==> config.mk <==
export PLATFORM = sky130hd
export DESIGN_NAME = v2t_channel
export DESIGN_NICKNAME = d
export VERILOG_FILES = /design/src/logic/v2t_data_pkg.sv /design/src/logic/v2t_ramp_pkg.sv /design/src/logic/v2t_sample_hold.sv /design/src/logic/v2t_ramp_pulse.sv /design/src/logic/v2t_tdc_counter.sv /design/src/logic/v2t_channel.sv
export VERILOG_INCLUDE_DIRS = /design/src /design/src/logic
export SDC_FILE = /design/constraint.sdc
export NUM_CORES = 1
export LEC_CHECK = 0
export CAP_MARGIN = 20
export CELL_PAD_IN_SITES_DETAIL_PLACEMENT = 1
export CELL_PAD_IN_SITES_GLOBAL_PLACEMENT = 1
export CORE_MARGIN = 1.5
export CORE_UTILIZATION = 40
export DETAILED_ROUTE_END_ITERATION = 8
export DONT_BUFFER_PORTS = 1
export PLACE_DENSITY = 0.66
export SYNTH_ARGS = -nofsm -noshare
export SYNTH_HDL_FRONTEND = slang
export SYNTH_SLANG_ARGS = --single-unit
==> constraint.sdc <==
create_clock -name clk_v2t_lb -period 5.37 [get_ports clk_v2t_lb]
set_clock_uncertainty 0.2 [all_clocks]
set_input_delay 0 -clock clk_v2t_lb [delete_from_list [all_inputs] [get_ports clk_v2t_lb]]
set_output_delay 0 -clock clk_v2t_lb [all_outputs]
set_load 0.02 [all_outputs]
==> src/logic/v2t_cfg.svh <==
//////////////////////////////////////////////////
// v2t channel configuration
// sizes, comparator threshold and count limit
// shared by the packages and the RTL stages
//////////////////////////////////////////////////

`ifndef V2T_CFG_SVH
`define V2T_CFG_SVH

`define V2T_VIN_W    10    // input sample width
`define V2T_NCTL     3     // log2 of unit current cells

`define V2T_VLTH     64    // comparator threshold, sample units

`define V2T_CODE_W   10    // output code width
`define V2T_CNT_MAX  1023  // ramp count saturation

`endif

==> src/logic/v2t_data_pkg.sv <==
//////////////////////////////////////////////////
// v2t data types
// sample and code words carried through the
// channel, sized from the shared configuration
//////////////////////////////////////////////////

`default_nettype none

`include "v2t_cfg.svh"

package v2t_data_pkg;

    //////////////////////////////////////////////////
    // sample side

    typedef logic [`V2T_VIN_W-1:0] vin_t;  // unsigned input sample, also held level

    //////////////////////////////////////////////////
    // readout side

    typedef logic [`V2T_CODE_W-1:0] code_t;  // ramp length in cycles

endpackage : v2t_data_pkg

`default_nettype wire

==> src/logic/v2t_ramp_pkg.sv <==
//////////////////////////////////////////////////
// v2t ramp types
// thermometer current control, unit cell count
// and the ramp FSM state encoding
//////////////////////////////////////////////////

`default_nettype none

`include "v2t_cfg.svh"

package v2t_ramp_pkg;

    typedef logic [2**`V2T_NCTL-1:0] ramp_ctl_t;  // thermometer control, one bit per cell
    typedef logic [`V2T_NCTL:0]      iramp_t;     // enabled cells, 0 .. 2**NCTL

    typedef enum logic [1:0] {
        IDLE      = 2'd0,  // waiting for a held sample
        PRECHARGE = 2'd1,  // load level, pulse goes low
        RAMP      = 2'd2,  // discharge by iramp per cycle
        DONE      = 2'd3   // wait for the counter to drain
    } ramp_state_e;

    // count of enabled unit cells, order of the bits does not matter
    function automatic iramp_t cells_on(input ramp_ctl_t ctl);
        iramp_t n;
        n = '0;
        for (int i = 0; i < $bits(ramp_ctl_t); i++) begin
            n = n + iramp_t'(ctl[i]);  // add one cell
        end
        return n;
    endfunction

endpackage : v2t_ramp_pkg

`default_nettype wire

==> src/logic/v2t_sample_hold.sv <==
//////////////////////////////////////////////////
// v2t sample-and-hold
// takes a sample and its ramp control on the
// input req/ack handshake, holds them in one
// register and offers them to the ramp stage
//////////////////////////////////////////////////

`timescale 1ns/10ps
`default_nettype none

module v2t_sample_hold
    import v2t_data_pkg::*, v2t_ramp_pkg::*;
(
    input  wire logic      clk_v2t_lb,
    input  wire logic      arst_n,
    input  wire logic      in_req,    // sample offered
    input  wire vin_t      vin,
    input  wire ramp_ctl_t ctl,
    output logic           in_ack,
    output logic           hold_req,  // held sample offered downstream
    output vin_t           hold_vin,
    output ramp_ctl_t      hold_ctl,
    input  wire logic      hold_ack
);

    logic full;  // register holds a sample not yet taken
    logic take;  // capture this cycle

    // empty, and the previous transfer to the ramp has fully closed
    assign take = in_req && !in_ack && !full && !hold_ack;

    always_ff @(posedge clk_v2t_lb or negedge arst_n) begin
        if (!arst_n) begin
            in_ack   <= 1'b0;
            hold_req <= 1'b0;
            full     <= 1'b0;
        end else begin
            // input side
            if (take) begin
                in_ack <= 1'b1;  // answer one cycle after req
                full   <= 1'b1;
            end else if (in_ack && !in_req) begin
                in_ack <= 1'b0;  // close phase four
            end
            // ramp side
            if (hold_req && hold_ack) begin
                hold_req <= 1'b0;  // ramp has it
                full     <= 1'b0;  // free for the next sample
            end else if (full && !hold_req && !hold_ack) begin
                hold_req <= 1'b1;
            end
        end
    end

    // holding register, stable until the ramp acks
    always_ff @(posedge clk_v2t_lb) begin
        if (take) begin
            hold_vin <= vin;
            hold_ctl <= ctl;
        end
    end

endmodule : v2t_sample_hold

`default_nettype wire

==> src/logic/v2t_ramp_pulse.sv <==
//////////////////////////////////////////////////
// v2t ramp and pulse generator
// precharges, then discharges the held level by
// the ramp current each cycle until it crosses
// the threshold; v2t_out is low over the ramp
//////////////////////////////////////////////////

`timescale 1ns/10ps
`default_nettype none

`include "v2t_cfg.svh"

module v2t_ramp_pulse
    import v2t_data_pkg::*, v2t_ramp_pkg::*;
(
    input  wire logic      clk_v2t_lb,
    input  wire logic      arst_n,
    input  wire logic      hold_req,
    input  wire vin_t      hold_vin,
    input  wire ramp_ctl_t hold_ctl,
    output logic           hold_ack,
    output logic           ramp_active,  // window seen by the counter
    input  wire logic      ramp_stop,    // count limit reached
    input  wire logic      busy,         // counter still holds a result
    output logic           v2t_out
);

    ramp_state_e state;
    vin_t        level;     // remaining level above threshold
    iramp_t      iramp;     // unit cells discharging
    vin_t        lvl_init;  // level loaded in precharge
    logic        start;
    logic        ramp_end;

    assign start = (state == IDLE) && hold_req && !hold_ack;

    // clip at zero, at or below threshold gives no ramp
    assign lvl_init = (hold_vin > vin_t'(`V2T_VLTH)) ? hold_vin - vin_t'(`V2T_VLTH) : '0;

    // crossing happens in this cycle
    assign ramp_end = (level <= vin_t'(iramp)) || ramp_stop;

    // precharge plus ramp cycles, the same span as v2t_out low
    assign ramp_active = (state == PRECHARGE) || (state == RAMP);

    //////////////////////////////////////////////////
    // control FSM

    always_ff @(posedge clk_v2t_lb or negedge arst_n) begin
        if (!arst_n) begin
            state    <= IDLE;
            hold_ack <= 1'b0;
            v2t_out  <= 1'b0;
        end else begin
            if (hold_ack && !hold_req) begin
                hold_ack <= 1'b0;  // phase four toward sample-hold
            end
            case (state)
                IDLE: begin
                    if (start) begin
                        state    <= PRECHARGE;
                        hold_ack <= 1'b1;
                        v2t_out  <= 1'b0;  // falls as precharge begins
                    end else begin
                        v2t_out  <= 1'b1;  // idle high
                    end
                end
                PRECHARGE: begin
                    if (lvl_init == '0) begin
                        state   <= DONE;  // skip the ramp
                        v2t_out <= 1'b1;
                    end else begin
                        state   <= RAMP;
                    end
                end
                RAMP: begin
                    if (ramp_end) begin
                        state   <= DONE;
                        v2t_out <= 1'b1;  // comparator trips
                    end
                end
                DONE: begin
                    if (!busy) begin
                        state <= IDLE;  // counter took the result
                    end
                end
                default: state <= IDLE;
            endcase
        end
    end

    //////////////////////////////////////////////////
    // level datapath

    always_ff @(posedge clk_v2t_lb) begin
        if (state == PRECHARGE) begin
            level <= lvl_init;
            iramp <= cells_on(hold_ctl);  // thermometer to cell count
        end else if (state == RAMP) begin
            level <= ramp_end ? '0 : level - vin_t'(iramp);
        end
    end

endmodule : v2t_ramp_pulse

`default_nettype wire

==> src/logic/v2t_tdc_counter.sv <==
//////////////////////////////////////////////////
// v2t time-to-digital counter
// counts ramp cycles with saturation, then
// returns the code on the output handshake
//////////////////////////////////////////////////

`timescale 1ns/10ps
`default_nettype none

`include "v2t_cfg.svh"

module v2t_tdc_counter
    import v2t_data_pkg::*;
(
    input  wire logic clk_v2t_lb,
    input  wire logic arst_n,
    input  wire logic ramp_active,
    output logic      ramp_stop,  // end the ramp, limit reached
    output logic      busy,       // result not yet drained
    output logic      out_req,
    output code_t     code,
    output logic      overflow,
    input  wire logic out_ack
);

    logic ramp_d;    // ramp_active one cycle late
    logic ack_wait;  // out_req dropped, waiting for ack low
    logic step;      // a ramp cycle to count
    logic fall;

    // first cycle of the window is precharge, not counted
    assign step      = ramp_active && ramp_d;
    assign ramp_stop = step && (code == code_t'(`V2T_CNT_MAX - 1));
    assign fall      = ramp_d && !ramp_active;
    assign busy      = ramp_d || out_req || ack_wait;

    always_ff @(posedge clk_v2t_lb or negedge arst_n) begin
        if (!arst_n) begin
            ramp_d   <= 1'b0;
            ack_wait <= 1'b0;
            out_req  <= 1'b0;
            code     <= '0;
            overflow <= 1'b0;
        end else begin
            ramp_d <= ramp_active;
            if (step && (code != code_t'(`V2T_CNT_MAX))) begin
                code <= code + 1'b1;  // saturating count
            end
            if (ramp_stop) begin
                overflow <= 1'b1;
            end
            // output handshake, code frozen while it runs
            if (fall) begin
                out_req <= 1'b1;
            end else if (out_req && out_ack) begin
                out_req  <= 1'b0;
                ack_wait <= 1'b1;
            end else if (ack_wait && !out_ack) begin
                ack_wait <= 1'b0;  // transfer closed
                code     <= '0;
                overflow <= 1'b0;
            end
        end
    end

endmodule : v2t_tdc_counter

`default_nettype wire

==> src/logic/v2t_channel.sv <==
//////////////////////////////////////////////////
// v2t channel top
// sample-hold, ramp pulse and TDC counter in a
// chain, all joined by four-phase req/ack
//////////////////////////////////////////////////

`timescale 1ns/10ps
`default_nettype none

module v2t_channel
    import v2t_data_pkg::*, v2t_ramp_pkg::*;
(
    input  wire logic      clk_v2t_lb,
    input  wire logic      arst_n,
    input  wire logic      in_req,
    input  wire vin_t      vin,       // input sample
    input  wire ramp_ctl_t ctl,       // ramp current, thermometer
    output wire logic      in_ack,
    output wire logic      out_req,
    output wire code_t     code,      // ramp length in cycles
    output wire logic      overflow,  // count saturated
    input  wire logic      out_ack,
    output wire logic      v2t_out    // low while the ramp runs
);

    wire logic      hold_req;
    wire logic      hold_ack;
    wire vin_t      hold_vin;
    wire ramp_ctl_t hold_ctl;
    wire logic      ramp_active;
    wire logic      ramp_stop;
    wire logic      busy;

    v2t_sample_hold u_sample_hold (
        .clk_v2t_lb (clk_v2t_lb),
        .arst_n     (arst_n),
        .in_req     (in_req),
        .vin        (vin),
        .ctl        (ctl),
        .in_ack     (in_ack),
        .hold_req   (hold_req),
        .hold_vin   (hold_vin),
        .hold_ctl   (hold_ctl),
        .hold_ack   (hold_ack)
    );

    v2t_ramp_pulse u_ramp_pulse (
        .clk_v2t_lb  (clk_v2t_lb),
        .arst_n      (arst_n),
        .hold_req    (hold_req),
        .hold_vin    (hold_vin),
        .hold_ctl    (hold_ctl),
        .hold_ack    (hold_ack),
        .ramp_active (ramp_active),
        .ramp_stop   (ramp_stop),
        .busy        (busy),
        .v2t_out     (v2t_out)
    );

    v2t_tdc_counter u_tdc_counter (
        .clk_v2t_lb  (clk_v2t_lb),
        .arst_n      (arst_n),
        .ramp_active (ramp_active),
        .ramp_stop   (ramp_stop),
        .busy        (busy),
        .out_req     (out_req),
        .code        (code),
        .overflow    (overflow),
        .out_ack     (out_ack)
    );

endmodule : v2t_channel

`default_nettype wire

# After elaboration in Yosys (flattened, before gate mapping)

Cells that the tools add are included.

$lt $le $gt $ge: 2
Eq/ne operators: 9
Mux-type cells: 34
Div/mod/pow operators: 0
Reductions and logical operators: 39
Bitwise operators: 1
$add $sub $neg: 10
Shift-type cells: 0
Multiply operators: 0

Operators with widths:

| cell                    | number |
|---|---|
| $mux W10                | 8 |
| $add A4 B1 Y4           | 6 |
| $mux W1                 | 21 |
| $logic_and A1 B1 Y1     | 16 |
| $reduce_bool A2 Y1      | 6 |
| $add A10 B1 Y10 const B | 1 |
| $eq A10 B10 Y1 const B  | 1 |
| $gt A10 B7 Y1 const B   | 1 |
| $le A10 B4 Y1           | 1 |
| $logic_not A10 Y1       | 1 |
| $ne A10 B10 Y1 const B  | 1 |
| $sub A10 B4 Y10         | 1 |
| $sub A10 B7 Y10 const B | 1 |
| $pmux W2 S4             | 1 |
| $logic_not A1 Y1        | 7 |
| $mux W2                 | 3 |
| $ne A2 B1 Y1 const B    | 3 |
| $reduce_and A3 Y1       | 2 |
| $eq A2 B2 Y1 const B    | 2 |
| $logic_or A1 B1 Y1      | 4 |
| $pmux W1 S3             | 1 |
| $reduce_bool A3 Y1      | 1 |
| $add A1 B1 Y2           | 1 |
| $eq A2 B1 Y1 const B    | 1 |
| other kinds (4)         | 4 |

Output and inout bits: 14
Latch bits: 0
Bits of input ports: 22
Memory bits (writable): 0
Memory bits (read-only): 0
Bits in registers: 53
Memories kept: 0
Word-level logic and storage cells: 110

# Depth between registers and ports, before layout

Depth after elaboration: 8
Depth in mapped cells: 9
Gate-level depth less buffers: 9

# Hierarchy

Synthesis repeated with hierarchy kept, for this count alone.

Cells, all modules: 255
Area total of the unflattened synthesis: 2894.0 µm²

Modules (own cells, without submodules):

| module          | cells each | times used | area each (µm²) | sequential area each (µm²) |
|---|---|---|---|---|
| v2t_ramp_pulse  | 135        | 1          | 1442.6          | 520.5 |
| v2t_tdc_counter | 91         | 1          | 790.8           | 350.3 |
| v2t_sample_hold | 29         | 1          | 660.6           | 615.6 |

# Least setup slack after synthesis

OpenSTA, ideal clock, no wires.

Path kind: reg-to-reg
Start: register u_sample_hold.in_ack
End: register u_sample_hold.hold_ctl[0], enable pin
Period minus slack after synthesis: 3.301 ns
Buffers on the path: 0
Required time: 4.717 ns
Setup time: 0.453 ns
Path slack: 2.069 ns
Data arrival time: 2.648 ns
Cell stages (with the launch flop): 2
Path through: dfrtp_1 nor4b_1

Cells in the longest elaborated chain, start to end: 4

Ends and longest elaborated chain:

| what                             | line                  | text |
|---|---|---|
| start, declared                  | v2t_sample_hold.sv:19 | `output logic in_ack,` |
| start signal, assigned           | v2t_sample_hold.sv:34 | `in_ack <= 1'b0;` |
| start signal, assigned           | v2t_sample_hold.sv:40 | `in_ack <= 1'b1;` |
| start signal, assigned           | v2t_sample_hold.sv:43 | `in_ack <= 1'b0;` |
| $logic_not A1 Y1                 | v2t_sample_hold.sv:30 | `assign take = in_req && !in_ack && !full && !hold_ack;` |
| $logic_and A1 B1 Y1 (3 in a row) | v2t_sample_hold.sv:30 |  |
| named net u_sample_hold.take     | v2t_sample_hold.sv:27 | `logic take;` |
| end signal, assigned             | v2t_sample_hold.sv:59 | `hold_ctl <= ctl;` |
| end, declared                    | v2t_sample_hold.sv:22 | `output ramp_ctl_t hold_ctl,` |

The timed path passes the listed nets, and every way through them passes these cells.
A chain may end at the register's enable or synchronous reset.

# Final worst setup path

Start: register u_sample_hold.hold_ctl[0]
End: register u_ramp_pulse.iramp[1], data pin

Cells in the longest elaborated chain, start to end: 7

Ends and longest elaborated chain:

| what                       | line                 | text |
|---|---|---|
| $add A1 B1 Y2              | v2t_ramp_pkg.sv:28   | `n = n + iramp_t'(ctl[i]);` |
| $add A4 B1 Y4 (6 in a row) | v2t_ramp_pkg.sv:28   |  |
| end signal, assigned       | v2t_ramp_pulse.sv:98 | `iramp <= cells_on(hold_ctl);` |
| end, declared              | v2t_ramp_pulse.sv:30 | `iramp_t iramp;` |

No other way between the ends.

==> flow_metrics.tcl <==
set metrics [dict create \
    grt_pass1_vias 1920 \
    synth_edf_count 32 \
    syn2layout_area_growth_pct 16.1 \
    setup_tns_ns 0 \
    cp_top_family "adder cells" \
    grt_usage_pct 15.7 \
    hold_path_depth 2 \
    worst-path-buf-inv 4 \
    worst-setup-path-type "flop to flop" \
    yosys-top-cells-area "edfxtp_1 (35%), dfrtp_1 (19%), ha_1 (7.3%)" \
    end_kind "flop" \
    drv_cap 0 \
    gr-total-overflow 0 \
    regToRegEndpoint "u_ramp_pulse.iramp[1]" \
    rrSetupSlack_ns 2.30 \
    hold_viol 0 \
    cp.arrival_ns 3.06 \
    synth_area_sq_um 2740 \
    async_reset_ff_share_pct 39.6 \
    synth.most_common_cell "edfxtp_1" \
    post_cts_buffers 0 \
    ys_dominant_reg_cell "edfxtp_1" \
    clock_latency_ns 0.32 \
    core_area_sq_um 6490 \
    worstMarginPinSlew_ns 0.671 \
    p_leak_nw 1.32 \
    antenna_cells 0 \
    synth_top_area_cell "edfxtp_1" \
    postRouteAntennaNets 0 \
    grt_first_pass_wirelength_microns 8980 \
    period_share_pct 57.1 \
    hold_class "input port to flop" \
    vias 1760 \
    die_x_microns 85.7 \
    io_pins 36 \
    final_cells 339 \
    wl_microns 5250 \
    hp-start "in_req" \
    globalplace.congestion 0.733 \
    syn_inst 233 \
    cts_resized 0 \
    outcome "finished clean" \
    ys_warn_count 0 \
    maxSlewHeadroom_pct 55.0 \
    clock.fmax_mhz 326 \
    power_density_nw_per_um2 582 \
    htreeDepth 2 \
    drtPass1Iterations 4 \
    syn_area_per_cell_sq_um 11.7 \
    worstPathRequired_ns 5.36 \
    clock-root-buffer "clkbuf_8" \
    rows 29 \
    vdd_drop_max_uv 258 \
    grt_max_degree 22 \
    wl_per_cell_microns 15.5 \
    initial_core_util_pct 42.1 \
    netlist.area_leader.share_pct 35.1 \
    period_needed_ns 3.07 \
    portBuffers 0 \
    clock-sinks 53 \
    hold-path-endpoint "u_sample_hold.hold_ctl[5]" \
    cts_made_buffers 5 \
    viasPerCell 5.19 \
    cts_max_path_buffers 2 \
    yosysSeqAreaShare_pct 54.3 \
    setup_viol 0 \
    antenna_found_initial 0 \
    rsz0062_at_grt "no" \
    post-dp-hpwl_microns 3650 \
    drive_gt1_share_pct 8.40 \
    ys_seq_elements 53 \
    route.detailed.drc 0 \
    clk_pin_slew_ns 0.11 \
    synthTopCellsByCount "edfxtp_1 (32), inv_1 (25), dfrtp_1 (21), nor2_1 (20), ha_1 (16)" \
    startpoint_type "flop" \
    dp_cells 308 \
    syn_nets 276 \
    maxSlewViolCount 0 \
    initialDrtViolationCount 58 \
    crit_fanout 2 \
    fp.dieH_microns 85.7 \
    cp_slowest_stage_delay_ns 0.51 \
    crit_chain "ha_1 -> inv_1 -> fa_1 -> fa_1 -> inv_1 -> fa_1 -> inv_1 -> fa_1 -> inv_1" \
    reg2regPathDepth 9 \
    slowest_stage "fa_1" \
    synth_cell_type_count 49 \
    dieArea_sq_um 7340 \
    final_nets 304 \
    cts_tree "done" \
    timing.rr.start "u_sample_hold.hold_ctl[0]" \
]
## worst reg2reg max path, delay by kind of cell (launching register included)
family	cells	cell delay (ns)
fa+ha+maj	5	2.06
buf+inv	4	0.30
flops	1	0.38
## placed cells by master (no fill, tap or decap), types with 3 or more instances in the layout
cell type	Yosys	layout
edfxtp_1	32	32
inv_1	25	25
dlygate4sd3_1	0	22
dfrtp_1	21	21
nor2_1	20	20
ha_1	16	16
nand2_1	14	14
a21oi_1	11	11
xor2_1	9	9
xnor2_1	9	9
nand3_1	6	6
o21ai_1	6	6
nor3_1	5	5
fa_1	5	5
clkbuf_8	0	5
o31ai_1	4	4
o21a_1	4	4
nor2b_1	3	3
o31a_1	3	3
o22ai_1	3	3
## power by group
group / total, mW / switching, mW / internal [mW]
combinational: 0.821 / 0.470 / 0.351
clock: 0.240 / 0.144 / 0.0954
sequential: 0.787 / 0.145 / 0.642
## metal layers
| metal | up-vias | track usage [%] | wire [microns] |
|---|---|---|---|
| met3 | 4 | 4.04 | 187 |
| met1 | 853 | 20.1 | 2510 |
| met2 | 31 | 26.3 | 2500 |
| li1 | 872 | - | - |
| met5 | - | 0 | 0 |
| met4 | 0 | 4.84 | 50 |
## registers in the layout (all words and copies together), names as in the netlist
name,cells
u_ramp_pulse.iramp,4
u_sample_hold.hold_vin,10
u_tdc_counter.ramp_d,1
u_sample_hold.full,1
u_sample_hold.hold_ctl,8
u_ramp_pulse.state,2
u_ramp_pulse.level,10
u_ramp_pulse.hold_ack,1
u_sample_hold.in_ack,1
u_ramp_pulse.v2t_out,1
u_tdc_counter.code,10
u_tdc_counter.out_req,1
u_tdc_counter.overflow,1
u_tdc_counter.ack_wait,1
u_sample_hold.hold_req,1
## worst max-delay path by stage
| stage | depth (start not counted) | endpoint | startpoint |
|---|---|---|---|
| 6_report | 9 | u_ramp_pulse.iramp[1] | u_sample_hold.hold_ctl[0] |
| 5_1_grt | 9 | u_ramp_pulse.iramp[1] | u_sample_hold.hold_ctl[0] |
| 4_1_cts | 9 | u_ramp_pulse.iramp[1] | u_sample_hold.hold_ctl[1] |
| 3_5_place_dp | 9 | u_ramp_pulse.iramp[1] | u_sample_hold.hold_ctl[1] |
| 3_3_place_gp | 9 | u_ramp_pulse.iramp[1] | u_sample_hold.hold_ctl[0] |
| 2_1_floorplan | 1 | u_sample_hold.hold_ctl[0] | u_sample_hold.in_ack |
## stage by stage
step / instance area [sq um] / hold slack, ns / total power, mW / setup slack [ns] / util (%)
global placement: 2830 / -0.495 / 1.57 / 2.50 / 43.6
global route: 3170 / 0.0138 / 2.00 / 2.21 / 48.9
floorplan: 2740 / -0.496 / 1.40 / 2.07 / -
detailed placement: 2830 / -0.495 / 1.59 / 2.42 / 43.6
CTS: 3140 / 0.0104 / 1.85 / 2.39 / 48.3
finish: 3170 / 0.0151 / 1.85 / 2.30 / 48.9
## timing repair
action | 4_1_cts | 5_1_grt
hold buffers | 21 | 1
endpoints found under the hold margin | 50 | 4
setup endpoints to repair | 0 | 0
## layout make-up
| type | count | area [sq um] |
|---|---|---|
| inverters | 25 | 93.8 |
| flip-flops and latches | 53 | 1490 |
| clock inverters | 3 | 26.3 |
| well taps | 77 | 96.3 |
| fillers | 683 | 3320 |
| multi-input cells | 152 | 1150 |
| repair buffers | 24 | 255 |
| clock buffers | 5 | 68.8 |
## logic make-up (layout without fill, tap and decap cells)
group           after synthesis  count (layout)  synth area share, %
simple gates                 68              68                 13.3
flops                        53              53                 54.3
compound gates               43              43                 10.8
buf+inv                      28              57                 3.93
fa+ha+maj                    21              21                 11.0
xor+xnor                     18              18                 5.76
mux                           2               2                0.915
No activity file was read; power rests on OpenSTA's default activity.
